===== src/logic/xdma_defs.svh =====
// xdma adapter parameters
// widths, address map and mailbox slot layout shared by rtl and testbench

`ifndef XDMA_DEFS_SVH
`define XDMA_DEFS_SVH

// ----------------------------------------------------------------------
// datapath widths
// ----------------------------------------------------------------------
`define XDMA_ADDR_W         48
`define XDMA_DATA_W         128
`define XDMA_ID_W           8
`define XDMA_LEN_W          16

// ----------------------------------------------------------------------
// system address map
// ----------------------------------------------------------------------
`define XDMA_CLUSTER_BASE   48'h0000_1000_0000
`define XDMA_CLUSTER_SPACE  48'h0000_0010_0000
// log2 of the cluster space
`define XDMA_CLUSTER_SHIFT  20
`define XDMA_MAINMEM_BASE   48'h0000_8000_0000
`define XDMA_MAINMEM_END    48'h0001_0000_0000

// mailbox region is 16 KB at the top of each window, four slots
`define XDMA_SLOT_BYTES     4096
`define XDMA_SLOT_DATA      0
`define XDMA_SLOT_CFG       1

`endif


===== src/logic/xdma_pkg.sv =====
// xdma adapter package
// vector types, beat and header structs, and the mailbox address rule

`default_nettype none

`include "xdma_defs.svh"

package xdma_pkg;

  typedef logic [`XDMA_ADDR_W-1:0] addr_t;
  typedef logic [`XDMA_DATA_W-1:0] word_t;
  typedef logic [`XDMA_ID_W-1:0]   dma_id_t;
  typedef logic [`XDMA_LEN_W-1:0]  len_t;

  // first beat of a configuration message, fills one word exactly
  typedef struct packed {
    logic [6:0] pad;
    addr_t      reader_addr;
    addr_t      writer_addr;
    dma_id_t    dma_id;
    len_t       frame_length;
    // 0 read, 1 write
    logic       dma_type;
  } cfg_header_t;

  // sideband held for a whole payload message
  typedef struct packed {
    addr_t dst_addr;
    len_t  dma_length;
  } data_cfg_t;

  // one write beat on any stream
  typedef struct packed {
    addr_t addr;
    word_t data;
    logic  last;
  } beat_t;

  typedef enum logic {
    CFG_HEADER,
    CFG_BODY
  } cfg_state_e;

  // mailbox slot address of the window that holds target
  function automatic addr_t mailbox_addr(addr_t target, int unsigned slot);
    addr_t cluster_num;
    addr_t region_end;
    if (target >= `XDMA_MAINMEM_BASE) begin
      region_end = `XDMA_MAINMEM_END;
    end else begin
      cluster_num = (target - `XDMA_CLUSTER_BASE) >> `XDMA_CLUSTER_SHIFT;
      region_end  = `XDMA_CLUSTER_BASE + `XDMA_CLUSTER_SPACE * (cluster_num + 1'b1);
    end
    // slots counted downward from the region end
    return region_end - addr_t'((slot + 1) * `XDMA_SLOT_BYTES);
  endfunction

endpackage

`default_nettype wire


===== src/logic/xdma_cfg_framer.sv =====
// outgoing configuration framer
// finds the header of each message, tags all its beats with the remote cfg mailbox

`timescale 1ns/10ps
`default_nettype none

`include "xdma_defs.svh"

module xdma_cfg_framer (
  input  logic            clk_i,
  input  logic            rst_ni,
  input  xdma_pkg::word_t cfg_i,
  input  logic            cfg_valid_i,
  output logic            cfg_ready_o,
  output xdma_pkg::beat_t beat_o,
  output logic            beat_valid_o,
  input  logic            beat_ready_i
);
  import xdma_pkg::*;

  cfg_state_e  state_q, state_d;
  len_t        cnt_q, cnt_d;
  len_t        len_q;
  addr_t       addr_q;
  cfg_header_t hdr;
  addr_t       target;
  addr_t       hdr_addr;
  logic        xfer;

  // ----------------------------------------------------------------------
  // header decode
  // ----------------------------------------------------------------------
  assign hdr = cfg_header_t'(cfg_i);
  // write task names the writer as remote side, read task the reader
  assign target   = hdr.dma_type ? hdr.writer_addr : hdr.reader_addr;
  assign hdr_addr = mailbox_addr(target, `XDMA_SLOT_CFG);

  // pass through, no buffering
  assign beat_valid_o = cfg_valid_i;
  assign cfg_ready_o  = beat_ready_i;
  assign xfer         = cfg_valid_i & beat_ready_i;

  // ----------------------------------------------------------------------
  // beat tagging and frame counting
  // ----------------------------------------------------------------------
  always_comb begin
    beat_o.data = cfg_i;
    state_d     = state_q;
    cnt_d       = cnt_q;
    case (state_q)
      CFG_BODY: begin
        beat_o.addr = addr_q;
        beat_o.last = (cnt_q == len_t'(len_q - 1'b1));
        if (xfer) begin
          if (beat_o.last) begin
            state_d = CFG_HEADER;
            cnt_d   = '0;
          end else begin
            cnt_d = cnt_q + 1'b1;
          end
        end
      end
      default: begin
        beat_o.addr = hdr_addr;
        // lengths 0 and 1 both mean header only
        beat_o.last = (hdr.frame_length <= 1);
        if (xfer && !beat_o.last) begin
          state_d = CFG_BODY;
          // header counts as beat zero
          cnt_d   = len_t'(1);
        end
      end
    endcase
  end

  always_ff @(posedge clk_i or negedge rst_ni) begin
    if (!rst_ni) begin
      state_q <= CFG_HEADER;
      cnt_q   <= '0;
    end else begin
      state_q <= state_d;
      cnt_q   <= cnt_d;
    end
  end

  // message length and mailbox, held for the body beats
  always_ff @(posedge clk_i) begin
    if (state_q == CFG_HEADER && xfer && !beat_o.last) begin
      len_q  <= hdr.frame_length;
      addr_q <= hdr_addr;
    end
  end

endmodule

`default_nettype wire


===== src/logic/xdma_data_framer.sv =====
// outgoing payload framer
// tags payload beats with the remote data mailbox and marks the message end

`timescale 1ns/10ps
`default_nettype none

`include "xdma_defs.svh"

module xdma_data_framer (
  input  logic                clk_i,
  input  logic                rst_ni,
  input  xdma_pkg::word_t     data_i,
  input  xdma_pkg::data_cfg_t data_cfg_i,
  input  logic                data_valid_i,
  output logic                data_ready_o,
  output xdma_pkg::beat_t     beat_o,
  output logic                beat_valid_o,
  input  logic                beat_ready_i
);
  import xdma_pkg::*;

  len_t cnt_q;
  logic xfer;

  assign beat_valid_o = data_valid_i;
  assign data_ready_o = beat_ready_i;
  assign xfer         = data_valid_i & beat_ready_i;

  // same mailbox for every beat, dst_addr held for the message
  assign beat_o.addr = mailbox_addr(data_cfg_i.dst_addr, `XDMA_SLOT_DATA);
  assign beat_o.data = data_i;
  // zero length is treated as a single beat
  assign beat_o.last = (data_cfg_i.dma_length <= 1) ||
                       (cnt_q == len_t'(data_cfg_i.dma_length - 1'b1));

  // beats accepted so far in this message
  always_ff @(posedge clk_i or negedge rst_ni) begin
    if (!rst_ni) begin
      cnt_q <= '0;
    end else if (xfer) begin
      cnt_q <= beat_o.last ? '0 : cnt_q + 1'b1;
    end
  end

endmodule

`default_nettype wire


===== src/logic/xdma_tx_arbiter.sv =====
// outgoing stream merge
// round-robin between cfg and data framers, one whole message at a time

`timescale 1ns/10ps
`default_nettype none

module xdma_tx_arbiter (
  input  logic            clk_i,
  input  logic            rst_ni,
  input  xdma_pkg::beat_t cfg_beat_i,
  input  xdma_pkg::beat_t data_beat_i,
  input  logic            cfg_valid_i,
  input  logic            data_valid_i,
  output logic            cfg_ready_o,
  output logic            data_ready_o,
  output xdma_pkg::beat_t tx_o,
  output logic            tx_valid_o,
  input  logic            tx_ready_i
);

  // source encoding: 0 cfg, 1 data
  logic locked_q;
  logic lock_src_q;
  logic prio_q;
  logic sel;

  // ----------------------------------------------------------------------
  // grant
  // ----------------------------------------------------------------------
  always_comb begin
    if (locked_q) begin
      sel = lock_src_q;
    end else if (cfg_valid_i && data_valid_i) begin
      sel = prio_q;
    end else begin
      // only one or none requesting
      sel = data_valid_i;
    end
  end

  assign tx_o         = sel ? data_beat_i : cfg_beat_i;
  assign tx_valid_o   = sel ? data_valid_i : cfg_valid_i;
  assign cfg_ready_o  = !sel && tx_ready_i;
  assign data_ready_o = sel && tx_ready_i;

  // ----------------------------------------------------------------------
  // message lock and round-robin pointer
  // ----------------------------------------------------------------------
  always_ff @(posedge clk_i or negedge rst_ni) begin
    if (!rst_ni) begin
      locked_q   <= 1'b0;
      lock_src_q <= 1'b0;
      prio_q     <= 1'b0;
    end else if (tx_valid_o) begin
      if (tx_ready_i && tx_o.last) begin
        // message done, other source goes first next time
        locked_q <= 1'b0;
        prio_q   <= ~sel;
      end else begin
        // stalled or mid-message, keep the grant
        locked_q   <= 1'b1;
        lock_src_q <= sel;
      end
    end
  end

endmodule

`default_nettype wire


===== src/logic/xdma_rx_demux.sv =====
// incoming beat steering
// decodes the local cfg and data mailbox windows, drops beats outside both

`timescale 1ns/10ps
`default_nettype none

`include "xdma_defs.svh"

module xdma_rx_demux (
  input  xdma_pkg::addr_t cluster_base_addr_i,
  input  xdma_pkg::beat_t rx_i,
  input  logic            rx_valid_i,
  output logic            rx_ready_o,
  output xdma_pkg::word_t rx_cfg_o,
  output xdma_pkg::word_t rx_data_o,
  output logic            rx_cfg_valid_o,
  output logic            rx_data_valid_o,
  input  logic            rx_cfg_ready_i,
  input  logic            rx_data_ready_i
);
  import xdma_pkg::*;

  addr_t local_end;
  addr_t cfg_start;
  addr_t data_start;
  logic  hit_cfg;
  logic  hit_data;

  // ----------------------------------------------------------------------
  // local windows
  // ----------------------------------------------------------------------
  // main memory owns the top of the 32-bit space
  assign local_end = (cluster_base_addr_i == `XDMA_MAINMEM_BASE) ? `XDMA_MAINMEM_END :
                     cluster_base_addr_i + `XDMA_CLUSTER_SPACE;
  assign data_start = local_end - addr_t'(`XDMA_SLOT_BYTES);
  assign cfg_start  = local_end - addr_t'(2 * `XDMA_SLOT_BYTES);

  assign hit_cfg  = (rx_i.addr >= cfg_start) && (rx_i.addr < data_start);
  assign hit_data = (rx_i.addr >= data_start) && (rx_i.addr < local_end);

  // ----------------------------------------------------------------------
  // routing
  // ----------------------------------------------------------------------
  assign rx_cfg_o        = rx_i.data;
  assign rx_data_o       = rx_i.data;
  assign rx_cfg_valid_o  = rx_valid_i && hit_cfg;
  assign rx_data_valid_o = rx_valid_i && hit_data;

  always_comb begin
    if (hit_cfg) begin
      rx_ready_o = rx_cfg_ready_i;
    end else if (hit_data) begin
      rx_ready_o = rx_data_ready_i;
    end else begin
      // unmatched, acknowledge and drop
      rx_ready_o = 1'b1;
    end
  end

endmodule

`default_nettype wire


===== src/logic/xdma_adapter_top.sv =====
// inter-cluster dma adapter top
// outgoing cfg and data framing merged onto tx, incoming beats split by mailbox

`timescale 1ns/10ps
`default_nettype none

module xdma_adapter_top (
  input  logic                clk_i,
  input  logic                rst_ni,
  input  xdma_pkg::addr_t     cluster_base_addr_i,
  // outgoing configuration
  input  xdma_pkg::word_t     cfg_i,
  input  logic                cfg_valid_i,
  output logic                cfg_ready_o,
  // outgoing payload
  input  xdma_pkg::word_t     data_i,
  input  xdma_pkg::data_cfg_t data_cfg_i,
  input  logic                data_valid_i,
  output logic                data_ready_o,
  // merged write beats
  output xdma_pkg::beat_t     tx_o,
  output logic                tx_valid_o,
  input  logic                tx_ready_i,
  // incoming write beats
  input  xdma_pkg::beat_t     rx_i,
  input  logic                rx_valid_i,
  output logic                rx_ready_o,
  output xdma_pkg::word_t     rx_cfg_o,
  output xdma_pkg::word_t     rx_data_o,
  output logic                rx_cfg_valid_o,
  output logic                rx_data_valid_o,
  input  logic                rx_cfg_ready_i,
  input  logic                rx_data_ready_i
);
  import xdma_pkg::*;

  beat_t cfg_beat;
  logic  cfg_beat_valid;
  logic  cfg_beat_ready;
  beat_t data_beat;
  logic  data_beat_valid;
  logic  data_beat_ready;

  // ----------------------------------------------------------------------
  // outgoing path
  // ----------------------------------------------------------------------
  xdma_cfg_framer i_cfg_framer (
    .clk_i        (clk_i),
    .rst_ni       (rst_ni),
    .cfg_i        (cfg_i),
    .cfg_valid_i  (cfg_valid_i),
    .cfg_ready_o  (cfg_ready_o),
    .beat_o       (cfg_beat),
    .beat_valid_o (cfg_beat_valid),
    .beat_ready_i (cfg_beat_ready)
  );

  xdma_data_framer i_data_framer (
    .clk_i        (clk_i),
    .rst_ni       (rst_ni),
    .data_i       (data_i),
    .data_cfg_i   (data_cfg_i),
    .data_valid_i (data_valid_i),
    .data_ready_o (data_ready_o),
    .beat_o       (data_beat),
    .beat_valid_o (data_beat_valid),
    .beat_ready_i (data_beat_ready)
  );

  // one message at a time onto tx
  xdma_tx_arbiter i_tx_arbiter (
    .clk_i        (clk_i),
    .rst_ni       (rst_ni),
    .cfg_beat_i   (cfg_beat),
    .data_beat_i  (data_beat),
    .cfg_valid_i  (cfg_beat_valid),
    .data_valid_i (data_beat_valid),
    .cfg_ready_o  (cfg_beat_ready),
    .data_ready_o (data_beat_ready),
    .tx_o         (tx_o),
    .tx_valid_o   (tx_valid_o),
    .tx_ready_i   (tx_ready_i)
  );

  // ----------------------------------------------------------------------
  // incoming path
  // ----------------------------------------------------------------------
  xdma_rx_demux i_rx_demux (
    .cluster_base_addr_i (cluster_base_addr_i),
    .rx_i                (rx_i),
    .rx_valid_i          (rx_valid_i),
    .rx_ready_o          (rx_ready_o),
    .rx_cfg_o            (rx_cfg_o),
    .rx_data_o           (rx_data_o),
    .rx_cfg_valid_o      (rx_cfg_valid_o),
    .rx_data_valid_o     (rx_data_valid_o),
    .rx_cfg_ready_i      (rx_cfg_ready_i),
    .rx_data_ready_i     (rx_data_ready_i)
  );

endmodule

`default_nettype wire


===== config.mk =====
export PLATFORM = sky130hd
export DESIGN_NAME = xdma_adapter_top
export DESIGN_NICKNAME = d
export VERILOG_FILES = /design/src/logic/xdma_pkg.sv /design/src/logic/xdma_cfg_framer.sv /design/src/logic/xdma_data_framer.sv /design/src/logic/xdma_tx_arbiter.sv /design/src/logic/xdma_rx_demux.sv /design/src/logic/xdma_adapter_top.sv
export VERILOG_INCLUDE_DIRS = /design/src /design/src/logic
export SDC_FILE = /design/constraint.sdc
export NUM_CORES = 1
export LEC_CHECK = 0
export ABC_AREA = 1
export ABC_CLOCK_PERIOD_IN_PS = 6500
export BUFFER_PORTS_ARGS = -buffer_cell sky130_fd_sc_hd__buf_2
export CAP_MARGIN = 15
export CELL_PAD_IN_SITES_DETAIL_PLACEMENT = 1
export CELL_PAD_IN_SITES_GLOBAL_PLACEMENT = 1
export CORE_AREA = 2 2 385 387
export CTS_BUF_LIST = sky130_fd_sc_hd__clkbuf_4
export DETAILED_ROUTE_END_ITERATION = 8
export DIE_AREA = 0 0 387 389
export PLACE_DENSITY_LB_ADDON = 0.3
export SYNTH_ARGS = -nofsm -noshare
export SYNTH_HDL_FRONTEND = slang
export SYNTH_HIERARCHICAL = 1
export SYNTH_SLANG_ARGS = --single-unit

===== constraint.sdc =====
create_clock -name clk_i -period 6.5 [get_ports clk_i]
set_clock_uncertainty 0.15 [all_clocks]
set_input_delay 1.3 -clock clk_i [delete_from_list [all_inputs] [get_ports clk_i]]
set_output_delay 1.3 -clock clk_i [all_outputs]
set_load 0.05 [all_outputs]

==> flow_summary.yaml <==
yosys:
  yosys-mux-area-fraction_pct: 0
  synth_seq_area_share_pct: 10.9
  synthSimpleGateAreaFrac_pct: 41.4
  yosysTopAreaCell: "nand2_1"
  synth_adder_area_share_pct: 8.72
  synth_area_leaders: "nand2_1, buf_4, ha_1"
  synth_top_flop_cell: "edfxtp_1"
  synth.distinct_cells: 52
  syn_area_sq_um: 20400
  synth_top_area_share_pct: 23.4
  synth-xor-area-share_pct: 6.31
  synth_most_common_cell: "nand2_1"
  synth_compound_area_share_pct: 4.20
  ys_async_sr_fraction_pct: 45.0
  synth_top_family_by_area: "simple AND/OR/NAND/NOR gates"
  netlist_top_cells_count: "nand2_1, buf_4, inv_1, nor2_1, nand3_1"
  avgSynthCellArea_sq_um: 5.98
  synth-seq-cells: 80
  syn_inst: 3407
  synth_edf_count: 44
  ys_warn_count: 6
placed_design:
  port_buffers: 574
  detailedPlace.worstSlack_ps: -249
  placed_cells: 5518
  hpwlAfterDp_um: 82900
  gp_congestion: 0.834
route:
  via_count: 20600
  viasPerCell: 3.70
  drc_errors: 0
  wl_per_cell_um: 16.8
  drtIter0Drc: 831
  dr.pass1.iters: 4
  wl_um: 93200
  final_antenna_net_count: 0
cts:
  cts.clk_slew.worst_paths_ps: 150
  numCtsBuffers: 9
  cts_sinks: 80
  cts_root_buf: "clkbuf_4"
  clkLatencyLatePin_ps: 540
  ctsLongestPathBuffers: 2
  cts-htree-levels: 3
  cts_tree: "built"
  ctsHoldBuffers: 0
worst_setup_path:
  worstSetupEndpointType: "output port"
  crit_required_ps: 5050
  startpoint_type: "input pin"
  cp.arrival_ps: 4840
  crit_buf_inv: 9
  path_max_fanout: 4
  slowest_delay_ps: 300
  crit_top_cell: "nand2_1"
  r2r_setup_slack_ps: 3180
  slowest_stage: "ha_1"
  worst-setup-path-type: "input pin to output port"
  cpLargestDelayFamily: "simple AND/OR/NAND/NOR gates"
final_layout:
  final_core_utilization_pct: 16.1
  multi_input_area_sq_um: 13100
  fill_cells: 18500
  regArea_sq_um: 2220
  drive_gt1_share_pct: 29.6
  stdcell_count: 5555
  syn2layout_area_growth_pct: 16.1
  num-nets-final: 4312
timing:
  post-route-period-util_pct: 96.7
  slew_headroom_pct: 38.6
  setup_viol: 0
  drv_slew: 0
  fin_crit_ps: 6290
  hold_viol: 0
  max_freq_mhz: 159
  worstMarginPinSlew_ps: 922
  fin_ws_ps: 213
  setup_tns_ps: 0
  whs_ps: 351
power_and_ir_drop:
  max-vdd-ir-drop_mv: 0.164
  cellPowerDensity_nw_per_um2: 198
  p_leak_nw: 12.7
floorplan:
  io_pins: 992
  die_w_um: 387
  num_rows: 141
  dieArea_sq_um: 151000
  die_h_um: 389
  start_util_pct: 13.9
  core_area_sq_um: 147000
hold_path:
  min_path_type: "flip-flop to flip-flop"
status:
  status: "finished, final reports clean"
global_route:
  antenna_found_initial: 17
  grt_max_degree: 116
  overflow: 0
  groute.usage.overall_pct: 11.9
  grt_pass1_vias: 21100
  grt_pass1_wl_um: 135000
flow_run:
  maxCapViolCount: 0
state kept, by name, summed over array words and instances, names as in the netlist:
register                 flops
i_cfg_framer/addr_q         28
i_tx_arbiter/prio_q          1
i_tx_arbiter/locked_q        1
i_cfg_framer/cnt_q          16
i_cfg_framer/len_q          16
i_tx_arbiter/lock_src_q      1
i_cfg_framer/state_q         1
i_data_framer/cnt_q         16
placed cells by master, fill, tap and decap left out, drive strengths merged, types with 2 or more instances in the layout:
cell type,instances
nor3b,2
nand2,1307
nor2,335
or2,12
ha,142
xnor2,37
nand3b,9
o211ai,4
xor2,105
a211oi,2
a31oi,7
a21oi,76
nor3,30
dfrtp,36
nand3,178
edfxtp,44
clkbuf,9
diode,3
nor4,8
o21ai,55
o21bai,7
clkinv,11
inv,296
conb,40
nand4,74
buf,788
and2,2
routing by layer:
layer	vias up	routed length, um	track usage (%)
met3	77	5670	3.33
met5	-	75	0.702
met4	8	2010	2.45
met2	579	40300	18.5
met1	9446	45100	16.3
li1	10500	-	-
power by group:
group | internal [mW] | switching (mW) | total (mW)
Sequential | 0.568 | 0.0567 | 0.625
Combinational | 0.826 | 2.89 | 3.72
Clock | 0.117 | 0.217 | 0.334
area by class of cell:
class                      instances  area share, %
multi-input combinational       2436           55.4
timing repair buffer             788           19.5
tap                             1930           10.2
sequential                        80           9.39
inverter                         302           4.85
clock inverter                     7          0.301
clock buffer                       9          0.286
antenna                            3         0.0317
path summary, 6_finish.rpt:
kind	start	endpoint	cells after the start
worst max-delay path	cluster_base_addr_i[20]	rx_ready_o	31
worst min-delay path	i_tx_arbiter/prio_q$_DFFE_PN0P_	i_tx_arbiter/prio_q$_DFFE_PN0P_	2
worst max register to register	i_tx_arbiter/prio_q$_DFFE_PN0P_	i_data_framer/cnt_q[0]$_DFFE_PN0P_	11
worst min register to register	i_tx_arbiter/prio_q$_DFFE_PN0P_	i_tx_arbiter/prio_q$_DFFE_PN0P_	2
max in group asynchronous	rst_ni	i_cfg_framer/cnt_q[0]$_DFFE_PN0P_	1
min in group asynchronous	rst_ni	i_tx_arbiter/lock_src_q$_DFFE_PN0P_	1
repair_timing:
| action | 4_1_cts | 5_1_grt |
|---|---|---|
| endpoints found under the setup margin | 3 | 3 |
| setup buffers | 0 | 19 |
| hold endpoints to repair | 0 | 0 |
| pin swaps | 3 | 51 |
| gates resized for setup | 22 | 164 |
through the flow:
| stage | cell area (sq um) | power [mW] |
|---|---|---|
| after floorplan | 20500 | 3.69 |
| after global placement | 22700 | 4.37 |
| after detailed placement | 22700 | 4.38 |
| after CTS | 22900 | 4.74 |
| after global routing | 23700 | 5.03 |
| final | 23700 | 4.68 |
cell families after synthesis:
family                   after synthesis
AO/OA/AOI/OAI                        154
AND/OR/NAND/NOR                     1958
XOR/XNOR                             142
buffers and inverters                927
other                                  4
flip-flops                            80
adder cells (fa/ha/maj)              142
worst min-delay path, stage by stage (launching register included):
cell and delay [ps]:
dfrtp_1 380, nand2_1 60, nand2_1 50
Note: power is estimated with default switching activity, not from simulation.
